## src/l2_trig_pkg.sv

```systemverilog
package l2_trig_pkg;

    // array geometry
    localparam int N_LINK   = 4;
    localparam int N_POL    = 2;
    localparam int POL_H    = 0;
    localparam int POL_V    = 1;
    localparam int N_SECT   = 12;
    localparam int N_REGION = 4;

    // region bits per polarization, 48 in total
    localparam int SECT_BITS = N_SECT * N_REGION;
    localparam int META_W    = 64;

    // trigger word bit positions, bits 5:0 are not used
    localparam int LF_BIT  = 6;
    localparam int AUX_BIT = 7;

    // pipeline depths measured from the link input cycle
    localparam int RF_LATENCY = 3;
    localparam int META_ALIGN = 4;

    typedef struct packed {
        logic [7:0]        trig;
        logic [META_W-1:0] meta;
    } link_in_t;

    typedef link_in_t [N_LINK-1:0] link_bus_t;

    typedef logic [N_LINK-1:0][META_W-1:0] meta_bus_t;

    // sector i owns bits 4i+3:4i of its polarization
    typedef logic [N_POL-1:0][SECT_BITS-1:0] sector_map_t;

    // bit N_SECT*pol + sector
    typedef logic [N_POL*N_SECT-1:0] sector_scaler_t;

    typedef struct packed {
        logic       aux;
        logic [1:0] lf;
        logic [1:0] rf;
    } trig_src_t;

    typedef struct packed {
        trig_src_t src;
        meta_bus_t meta;
    } event_t;

endpackage

```

## src/l2_delay_line.sv

```systemverilog
`timescale 1ns/1ps

module l2_delay_line #(
    parameter int  DEPTH = 1,
    parameter type T     = logic
) (
    input  logic clk_i,
    input  logic rst_i,
    input  T     d_i,
    output T     q_o
);

    // stage 0 takes the input, the last stage drives the output
    T stage [DEPTH];

    always_ff @(posedge clk_i) begin
        if (rst_i) begin
            for (int i = 0; i < DEPTH; i++) begin
                stage[i] <= '0;
            end
        end else begin
            stage[0] <= d_i;
            for (int i = 1; i < DEPTH; i++) begin
                stage[i] <= stage[i - 1];
            end
        end
    end

    assign q_o = stage[DEPTH - 1];

    // a zero-depth line would be a plain wire and break the alignment
    generate
        if (DEPTH < 1) begin : g_depth_chk
            $error("l2_delay_line: DEPTH must be at least 1, got %0d", DEPTH);
        end
    endgenerate

endmodule

```

## src/l2_sector_coinc.sv

```systemverilog
`timescale 1ns/1ps

module l2_sector_coinc import l2_trig_pkg::*; (
    input  logic           clk_i,
    input  logic           rst_i,
    input  link_bus_t      links_i,
    output logic [1:0]     rf_o,
    output sector_scaler_t scaler_o
);

    // link feeding sectors 0..5 and sectors 6..11 of each polarization
    localparam int FIRST_LINK  [N_POL] = '{POL_H: 0, POL_V: 3};
    localparam int SECOND_LINK [N_POL] = '{POL_H: 1, POL_V: 2};

    sector_map_t    low_map, high_map;
    sector_map_t    low_r, high_r;
    sector_map_t    low_rd, high_rd;
    sector_map_t    low_s, high_s;
    sector_map_t    high_rot;
    sector_map_t    coinc_q;
    sector_scaler_t sect_hit;
    sector_scaler_t hit_r, hit_rr;
    sector_scaler_t scaler_q;

    // sector order runs outward from the seam between the two links
    always_comb begin
        int lnk;
        int byt;
        for (int p = 0; p < N_POL; p++) begin
            for (int s = 0; s < N_SECT; s++) begin
                if (s < N_SECT / 2) begin
                    lnk = FIRST_LINK[p];
                    byt = N_SECT / 2 - 1 - s;
                end else begin
                    lnk = SECOND_LINK[p];
                    byt = s - N_SECT / 2;
                end
                // low nibble is the low threshold, high nibble the high one
                low_map[p][N_REGION*s +: N_REGION]  = links_i[lnk].meta[8*byt +: N_REGION];
                high_map[p][N_REGION*s +: N_REGION] = links_i[lnk].meta[8*byt+4 +: N_REGION];
            end
        end
    end

    // each sector sees the high regions of the next sector up, 11 wraps to 0
    always_comb begin
        for (int p = 0; p < N_POL; p++) begin
            high_rot[p] = {high_s[p][N_REGION-1:0], high_s[p][SECT_BITS-1:N_REGION]};
        end
    end

    always_ff @(posedge clk_i) begin
        if (rst_i) begin
            low_r   <= '0;
            high_r  <= '0;
            low_rd  <= '0;
            high_rd <= '0;
            low_s   <= '0;
            high_s  <= '0;
            coinc_q <= '0;
        end else begin
            // t+1: mapped nibbles
            low_r   <= low_map;
            high_r  <= high_map;
            low_rd  <= low_r;
            high_rd <= high_r;
            // t+2: two-cycle stretch
            low_s   <= low_r | low_rd;
            high_s  <= high_r | high_rd;
            // t+3: neighbour coincidence
            coinc_q <= low_s & high_rot;
        end
    end

    always_comb begin
        for (int p = 0; p < N_POL; p++) begin
            rf_o[p] = |coinc_q[p];
            for (int s = 0; s < N_SECT; s++) begin
                sect_hit[N_SECT*p + s] = |coinc_q[p][N_REGION*s +: N_REGION];
            end
        end
    end

    // rising edge of a sector's coincidence, pulse lands two cycles later
    always_ff @(posedge clk_i) begin
        if (rst_i) begin
            hit_r    <= '0;
            hit_rr   <= '0;
            scaler_q <= '0;
        end else begin
            hit_r    <= sect_hit;
            hit_rr   <= hit_r;
            scaler_q <= hit_r & ~hit_rr;
        end
    end

    assign scaler_o = scaler_q;

endmodule

```

## src/l2_trigger_core.sv

```systemverilog
`timescale 1ns/1ps

module l2_trigger_core import l2_trig_pkg::*; (
    input  logic           clk_i,
    input  logic           rst_i,
    input  link_bus_t      links_i,
    input  logic           holdoff_i,
    input  logic           dead_i,
    output logic           trig_o,
    output trig_src_t      src_o,
    output sector_scaler_t scaler_o
);

    typedef struct packed {
        logic       aux;
        logic [1:0] lf;
    } lfaux_t;

    lfaux_t     lfaux_next;
    lfaux_t     lfaux_r;
    lfaux_t     lfaux_dly;
    logic [1:0] rf;
    logic       trig_any;
    logic       trig_q;
    trig_src_t  src_q;

    l2_sector_coinc i_coinc (
        .clk_i    (clk_i),
        .rst_i    (rst_i),
        .links_i  (links_i),
        .rf_o     (rf),
        .scaler_o (scaler_o)
    );

    // lf 0 from links 0/1, lf 1 from links 2/3, aux from any link
    always_comb begin
        lfaux_next.lf[0] = links_i[0].trig[LF_BIT] | links_i[1].trig[LF_BIT];
        lfaux_next.lf[1] = links_i[2].trig[LF_BIT] | links_i[3].trig[LF_BIT];
        lfaux_next.aux   = 1'b0;
        for (int l = 0; l < N_LINK; l++) begin
            lfaux_next.aux = lfaux_next.aux | links_i[l].trig[AUX_BIT];
        end
    end

    always_ff @(posedge clk_i) begin
        if (rst_i) begin
            lfaux_r <= '0;
        end else begin
            lfaux_r <= lfaux_next;
        end
    end

    // registered at t+1, the line brings it to t+3 next to rf
    l2_delay_line #(
        .DEPTH (RF_LATENCY - 1),
        .T     (lfaux_t)
    ) i_lfaux_dly (
        .clk_i (clk_i),
        .rst_i (rst_i),
        .d_i   (lfaux_r),
        .q_o   (lfaux_dly)
    );

    assign trig_any = lfaux_dly.aux | (|lfaux_dly.lf) | (|rf);

    always_ff @(posedge clk_i) begin
        if (rst_i) begin
            trig_q <= 1'b0;
            src_q  <= '0;
        end else begin
            trig_q    <= ~holdoff_i & ~dead_i & trig_any;
            src_q.aux <= lfaux_dly.aux;
            src_q.lf  <= lfaux_dly.lf;
            src_q.rf  <= rf;
        end
    end

    assign trig_o = trig_q;
    assign src_o  = src_q;

    // the queue relies on this to never overflow
    a_no_trig_after_dead : assert property (
        @(posedge clk_i) disable iff (rst_i) dead_i |=> !trig_o
    ) else $error("master trigger issued one cycle after dead");

endmodule

```

## src/l2_event_queue.sv

```systemverilog
`timescale 1ns/1ps

module l2_event_queue import l2_trig_pkg::*; #(
    parameter int EVENT_DEPTH = 4,
    parameter int MAX_CREDITS = 8
) (
    input  logic      clk_i,
    input  logic      rst_i,
    input  logic      trig_i,
    input  trig_src_t src_i,
    input  meta_bus_t meta_i,
    input  logic      credit_i,
    output event_t    evt_o,
    output logic      evt_valid_o,
    output logic      dead_o
);

    localparam int PTR_W = (EVENT_DEPTH > 1) ? $clog2(EVENT_DEPTH) : 1;
    localparam int CNT_W = $clog2(EVENT_DEPTH + 1);
    localparam int CRD_W = $clog2(MAX_CREDITS + 1);

    localparam logic [PTR_W-1:0] LAST_PTR = PTR_W'(EVENT_DEPTH - 1);
    localparam logic [CNT_W-1:0] FULL_CNT = CNT_W'(EVENT_DEPTH);
    localparam logic [CRD_W-1:0] CRD_MAX  = CRD_W'(MAX_CREDITS);

    event_t           mem [EVENT_DEPTH];
    logic [PTR_W-1:0] wr_ptr, rd_ptr;
    logic [CNT_W-1:0] evt_cnt;
    logic [CRD_W-1:0] crd_cnt;
    logic             full;
    logic             rd_en;

    assign full  = (evt_cnt == FULL_CNT);
    // one beat per cycle while an event and a credit are both on hand
    assign rd_en = (evt_cnt != '0) && (crd_cnt != '0);

    always_ff @(posedge clk_i) begin
        if (trig_i) begin
            mem[wr_ptr] <= '{src: src_i, meta: meta_i};
        end
    end

    always_ff @(posedge clk_i) begin
        if (rst_i) begin
            wr_ptr  <= '0;
            rd_ptr  <= '0;
            evt_cnt <= '0;
        end else begin
            if (trig_i) begin
                wr_ptr <= (wr_ptr == LAST_PTR) ? '0 : wr_ptr + 1'b1;
            end
            if (rd_en) begin
                rd_ptr <= (rd_ptr == LAST_PTR) ? '0 : rd_ptr + 1'b1;
            end
            case ({trig_i, rd_en})
                2'b10:   evt_cnt <= evt_cnt + 1'b1;
                2'b01:   evt_cnt <= evt_cnt - 1'b1;
                default: evt_cnt <= evt_cnt;
            endcase
        end
    end

    // credits saturate at MAX_CREDITS and a beat with a credit cancels out
    always_ff @(posedge clk_i) begin
        if (rst_i) begin
            crd_cnt <= '0;
        end else if (credit_i && !rd_en) begin
            if (crd_cnt != CRD_MAX) begin
                crd_cnt <= crd_cnt + 1'b1;
            end
        end else if (!credit_i && rd_en) begin
            crd_cnt <= crd_cnt - 1'b1;
        end
    end

    assign evt_o       = mem[rd_ptr];
    assign evt_valid_o = rd_en;

    // the core samples dead one cycle before its trigger reaches us
    // so the last free slot being taken already counts as dead
    assign dead_o = full || ((evt_cnt == FULL_CNT - 1'b1) && trig_i);

    a_no_write_full : assert property (
        @(posedge clk_i) disable iff (rst_i) trig_i |-> !full
    ) else $error("event written while queue full");

    a_credit_cap : assert property (
        @(posedge clk_i) disable iff (rst_i) (credit_i && !rd_en) |-> (crd_cnt != CRD_MAX)
    ) else $error("credit received while the count is already at MAX_CREDITS");

endmodule

```

## src/l2_top.sv

```systemverilog
`timescale 1ns/1ps

module l2_top import l2_trig_pkg::*; #(
    parameter int EVENT_DEPTH = 4,
    parameter int MAX_CREDITS = 8
) (
    input  logic           clk_i,
    input  logic           rst_i,
    input  link_bus_t      links_i,
    input  logic           holdoff_i,
    input  logic           credit_i,
    output logic           trig_o,
    output sector_scaler_t scaler_o,
    output event_t         evt_o,
    output logic           evt_valid_o,
    output logic           dead_o
);

    meta_bus_t meta_in;
    meta_bus_t meta_aligned;
    trig_src_t src;
    logic      trig;
    logic      dead;

    for (genvar l = 0; l < N_LINK; l++) begin : g_meta
        assign meta_in[l] = links_i[l].meta;
    end

    l2_trigger_core i_core (
        .clk_i     (clk_i),
        .rst_i     (rst_i),
        .links_i   (links_i),
        .holdoff_i (holdoff_i),
        .dead_i    (dead),
        .trig_o    (trig),
        .src_o     (src),
        .scaler_o  (scaler_o)
    );

    // metadata of cycle t meets the master trigger at t+4
    l2_delay_line #(
        .DEPTH (META_ALIGN),
        .T     (meta_bus_t)
    ) i_meta_dly (
        .clk_i (clk_i),
        .rst_i (rst_i),
        .d_i   (meta_in),
        .q_o   (meta_aligned)
    );

    l2_event_queue #(
        .EVENT_DEPTH (EVENT_DEPTH),
        .MAX_CREDITS (MAX_CREDITS)
    ) i_queue (
        .clk_i       (clk_i),
        .rst_i       (rst_i),
        .trig_i      (trig),
        .src_i       (src),
        .meta_i      (meta_aligned),
        .credit_i    (credit_i),
        .evt_o       (evt_o),
        .evt_valid_o (evt_valid_o),
        .dead_o      (dead)
    );

    assign trig_o = trig;
    assign dead_o = dead;

endmodule

```

## config.mk

```make
export PLATFORM = sky130hd
export DESIGN_NAME = l2_top
export DESIGN_NICKNAME = d
export VERILOG_FILES = /design/src/l2_trig_pkg.sv /design/src/l2_delay_line.sv /design/src/l2_sector_coinc.sv /design/src/l2_trigger_core.sv /design/src/l2_event_queue.sv /design/src/l2_top.sv
export SDC_FILE = /design/constraint.sdc
export NUM_CORES = 2
export LEC_CHECK = 0
export BUFFER_PORTS_ARGS = -buffer_cell sky130_fd_sc_hd__clkbuf_2
export CAP_MARGIN = 5
export CORE_UTILIZATION = 50
export DETAILED_ROUTE_END_ITERATION = 16
export GPL_TIMING_DRIVEN = 0
export PLACE_DENSITY = 0.69
export SLEW_MARGIN = 20
export SYNTH_ARGS = -nofsm -noshare
export SYNTH_HDL_FRONTEND = slang
export SYNTH_HIERARCHICAL = 1
export SYNTH_SLANG_ARGS = --single-unit
```

## constraint.sdc

```tcl
create_clock -name clk_i -period 11.31 [get_ports clk_i]
set_input_delay 1.131 -clock clk_i [delete_from_list [all_inputs] [get_ports clk_i]]
set_output_delay 1.131 -clock clk_i [all_outputs]
set_load 0.1 [all_outputs]
```

### Yosys cells after proc, flatten, opt, wreduce, memory -nomap -nowiden

Memory sizes are Yosys's and may differ from the RTL's. A register that Yosys moved wholly into a read port is not among the register bits.
Index checks and enable logic that the tools add are counted.

| word-level totals | value |
|---|---|
| register bits after elaboration | 764 |
| latch bits | 0 |
| memory bits (writable) | 2074 |
| bits in read-only memories | 0 |
| input bits | 292 |
| output and inout port bits | 288 |
| memories kept | 3 |

Memory list:

| memory | depth | bits a word | read ports | clocked after memory_dff | write ports | line | source |
|---|---|---|---|---|---|---|---|
| i_queue.mem | 4 | 261 | 1 | 1 | 1 | l2_event_queue.sv:26 | `event_t mem [EVENT_DEPTH];` |
| i_meta_dly.stage | 4 | 256 | 4 | 0 | 4 | l2_delay_line.sv:14 | `T stage [DEPTH];` |
| i_core.i_lfaux_dly.stage | 2 | 3 | 2 | 0 | 2 | l2_delay_line.sv:14 |  |

| operators by class | value |
|---|---|
| add/sub/neg operators | 6 |
| multiply operators | 0 |
| div/mod/pow operators | 0 |
| order comparisons | 0 |
| equality and inequality tests | 8 |
| shifts and indexed selects | 0 |
| multiplexer cells | 19 |
| bitwise gates (word level) | 22 |
| reduce and logical (&&, ||, !) cells | 40 |

Operators by type and width:

| cell | count |
|---|---|
| $mux W256 | 4 |
| $or A96 B96 Y96 | 2 |
| $and A96 B96 Y96 | 1 |
| $reduce_or A4 Y1 | 24 |
| $reduce_or A48 Y1 | 2 |
| $reduce_or A96 Y1 | 1 |
| $and A24 B24 Y24 | 1 |
| $not A24 Y24 | 1 |
| $or A1 B1 Y1 | 13 |
| $mux W4 | 3 |
| $mux W2 | 4 |
| $eq A2 B2 Y1 const B | 3 |
| $mux W3 | 2 |
| $pmux W3 S2 | 1 |
| $mux W1 | 5 |
| $add A2 B1 Y2 const B | 2 |
| $add A4 B1 Y4 const B | 1 |
| $logic_and A1 B1 Y1 | 4 |
| $ne A4 B4 Y1 const B | 1 |
| $reduce_bool A2 Y1 | 2 |
| $reduce_bool A4 Y1 | 1 |
| $sub A4 B1 Y4 const B | 1 |
| $add A3 B1 Y3 const B | 1 |
| $eq A3 B2 Y1 const B | 1 |
| other kinds (11) | 14 |

### Logic depth before layout (Yosys ltp)

| logic depth | value |
|---|---|
| word-level depth | 6 |
| gate-level depth with buffers | 10 |

### By module

Netlist, hierarchy kept.

Modules (own cells, without submodules):

| module | times used | cells an instance | area an instance (µm²) | seq. area each (µm²) |
|---|---|---|---|---|
| l2_event_queue | 1 | 1470 | 38463.1 | 31610.3 |
| l2_delay_line at i_meta_dly | 1 | 2162 | 27826.7 | 20499.7 |
| l2_sector_coinc | 1 | 1888 | 20407.1 | 14894.3 |
| l2_trigger_core | 1 | 23 | 259.0 | 180.2 |
| l2_delay_line at i_core.i_lfaux_dly | 1 | 15 | 180.2 | 120.1 |

### Least setup slack after synthesis

Ideal clock, no wire load.

| path | value |
|---|---|
| path type | reg-to-reg |
| from | reg i_core.trig_q, in the netlist i_core/trig_o |
| to | mem i_queue/mem[0][0] in the netlist's numbering (enable) |
| arrival | 7075 ps |
| data required time | 10656 ps |
| slack | 3581 ps |
| cell stages (with the launch flop) | 2 |
| path buffers | 0 |
| cells stage by stage | dfxtp_1 and2_1 |

| on the way | value |
|---|---|
| longest elaborated chain between the ends | 2 |

Ends and longest elaborated chain:

| item | line | source |
|---|---|---|
| from (decl) | l2_trigger_core.sv:24 | `logic trig_q;` |
| from (signal assigned) | l2_trigger_core.sv:71 | `trig_q <= ~holdoff_i & ~dead_i & trig_any;` |
| $mux W1 | l2_event_queue.sv:38 | `if (trig_i) begin` |
| $mux W1 (not written as such) | l2_event_queue.sv:39 | `mem[wr_ptr] <= '{src: src_i, meta: meta_i};` |
| to (decl) | l2_event_queue.sv:26 |  |

Every way passes these cells.

==> summary.md <==
| Metric | Value |
|---|---|
| Cts hold-fix bufs | 0 |
| Cell taking the most area after synthesis | dfxtp_1 |
| Antenna viol nets, final | 0 |
| Met3 Resource Use GR | 4.17% |
| Period utilization | 44.3% |
| Fin. Hold Viols | 0 |
| Initial Util | 50.6% |
| Final setup fails | 0 |
| GPL Wtd Cong | 0.811 |
| Die width | 419 µm |
| CTS Buf Count | 292 |
| CP Data Required Time | 10.18 ns |
| Largest net degree at the start of global routing | 48 |
| CTS tree | yes |
| Seq/Total Area, Yosys | 77.2% |
| NumNets Final | 6735 |
| Net count after synthesis | 5860 |
| YS warnings | 6 |
| Via count | 43300 |
| Sequential cell area | 0.0673 mm² |
| Detailed Place HPWL | 127000 µm |
| Drt initial violations | 2761 |
| GR peak layer | met2 |
| RSZ-0062 raised after global routing | false |
| Slew Viols, Final | 0 |
| Io pins | 580 |
| MaxCap Viol Count | 0 |
| Grt ovf | 0 |
| Synth Flop Type | dfxtp_1 |
| F_max | 0.199 GHz |
| Die H | 419 µm |
| Grt met1 use | 27.0% |
| Crit Path Max Fanout | 10 |
| Routed wire length | 186000 µm |
| Antenna violations before repair | 44 |
| First-pass GRT wire length | 271000 µm |
| Buffers on Ports | 555 |
| Most frequent cell after synthesis | dfxtp_1 |
| Outcome | finished clean |
| Die footprint | 0.176 mm² |
| Slew margin rel. | 16.8% |
| Synth top area cells | dfxtp_1 41%, edfxtp_1 36%, nor2b_1 10% |
| Worst Skew | 0.0545 ns |
| FF+latch count, synth | 2840 |
| Core region area | 0.172 mm² |
| Post-Layout Cell Count | 8985 |
| Leak | 38.8 nW |
| Met2 GRT Util | 35.5% |
| Clk_lat worst skew | 0.90 ns |
| DR pass1 iterations | 5 |
| Overall power | 0.0248 W |
| Synth top area share | 41.3% |
| Post-synth ARST share | 0% |
| Post-route cell area | 0.103 mm² |
| Vias/cell | 4.82 |
| Num Clock Sinks | 2840 |
| CTS root buffer | clkbuf_16 |
| Multi-input logic area | 0.0183 mm² |
| Actual slew at the worst max-slew pin | 1.24 ns |
| Maximum clock path buffer count | 4 |
| H-Tree Depth | 5 |
| Post-Syn Area per Cell | 15.7 µm² |
| Netlist cell types | 43 |
| Max VDD drop | 0.215 mV |
| Area growth, synth to finish | 18.3% |
| Most frequent cells after synthesis | 1796 x dfxtp_1, 1438 x nor2b_1, 1044 x edfxtp_1, 520 x nor2_1, 261 x mux4_2 |
| Worst Setup Path Type | reg -> out |
| Crit start category | flip-flop |
| Cell Area, Synth | 0.0871 mm² |
| Fillers | 13000 |
| Total Routing Usage GR | 21.1% |
| Crit end category | output pin |
| EDFF count, synth | 1044 |
| Resize count post-CTS | 0 |
| Hold Crit Class | reg -> reg |
| Inst Count DP | 8449 |
| Vias in the first global route | 43900 |
| Period minus WS final | 5.02 ns |
| Critical path arrival | 3.88 ns |
| Post-CTS Setup Inserts | 0 |
| Post-Synthesis Cells | 5558 |
| Cell Pwr Density | 241 mW/mm² |
| Placement Cell Area | 0.0935 mm² |
| DR DRC count | 0 |
| # rows | 152 |
| CTS clk-pin slew, worst paths | 0.06 ns |
| Routed length per instance | 20.7 µm |
| Total negative slack | 0 ns |
| Share of cells above drive strength 1 | 22.9% |
==> registers in the layout (all words and copies together), names as in the netlist, 96 cells and up, named ones only <==
register                 count
i_core/i_coinc/low_r        96
i_core/i_coinc/high_rd      96
i_core/i_coinc/low_s        96
i_queue/mem               1044
i_core/i_coinc/coinc_q      96
i_meta_dly/stage          1024
i_core/i_coinc/high_rot     96
i_core/i_coinc/low_rd       96
i_core/i_coinc/high_r       96
==> power breakdown <==
group	switching (W)	internal [W]
Combinational	0.00339	0.000947
Clock	0.00377	0.00562
Sequential	0.000128	0.0110
Total	0.00728	0.0176
==> layer usage <==
metal  routed length, µm  share of wire (%)
met1               79200                 43
met2               92000                 49
met3                8750                4.7
met4                5890                3.2
met5                  51              0.027
==> per-stage QoR <==
step	utilization (%)	setup WS [ns]	hold WS, ns
after CTS	59.8	6.09	0.313
final	59.8	6.29	0.360
after detailed placement	54.3	7.11	0.372
after global routing	59.8	6.11	0.338
after global placement	53.9	-1.60	0.372
after floorplan	-	3.58	0.367
==> area by class of cell <==
class,count,share of cell area (%)
sequential,2840,65.3
multi-input combinational,2449,17.7
clock buffer,420,8.43
timing repair buffer,581,3.34
tap,2310,2.80
buffer,259,1.51
clock inverter,91,0.814
antenna,25,0.0607
inverter,10,0.0364
==> placed cells by master, fill, tap and decap left out, types with 3 or more instances in the layout <==
cell	count
nor3_1	3
nand3_1	4
and2_4	4
clkinv_1	12
buf_2	119
clkbuf_8	52
a21oi_1	8
nand4_1	8
buf_12	4
clkinvlp_4	6
edfxtp_1	1044
ha_1	8
nor2b_1	1438
inv_6	8
clkinv_2	40
buf_16	21
nor4_1	22
clkbuf_1	125
nand2_1	100
clkinv_4	7
diode_2	25
or3_1	5
dfxtp_1	1796
clkbuf_16	310
o31ai_1	3
buf_4	27
buf_6	45
nor4_2	6
inv_4	4
inv_1	10
nor2b_2	30
clkbuf_2	557
mux4_2	261
bufinv_16	12
mux2i_1	3
nor2_1	520
==> path summary, 6_finish.rpt <==
| path | startpoint | to | slack (ns) | cells after the start |
|---|---|---|---|---|
| worst min-delay path | i_core/i_coinc/hit_rr[10] | i_core/i_coinc/scaler_o[10] | 0.36 | 1 |
| worst min register to register | i_core/i_coinc/hit_rr[10] | i_core/i_coinc/scaler_o[10] | 0.36 | 1 |
| worst max register to register | i_core/trig_o | i_queue/mem[1][83] | 8.52 | 5 |
| worst max-delay path | flip-flop | evt_o[160] | 6.29 | 5 |
==> cells by family after synthesis <==
family,after synthesis,share of synthesized area (%)
xor gates and xnor gates,3,0.0302
AOI/OAI and AO/OA,25,0.214
DFF,2840,77.2
and+or+nand+nor,2146,13.7
buffers and inverters,269,1.83
muxes,265,6.79
adders and majority gates,10,0.161
==> critical path, stage by stage, from the launching register on <==
cell and delay (ns):
dfxtp_1 0.30, buf_2 0.51, clkbuf_1 0.83, buf_2 0.49, mux4_2 0.39, clkbuf_2 0.42
(Power assumes the default switching activity.)
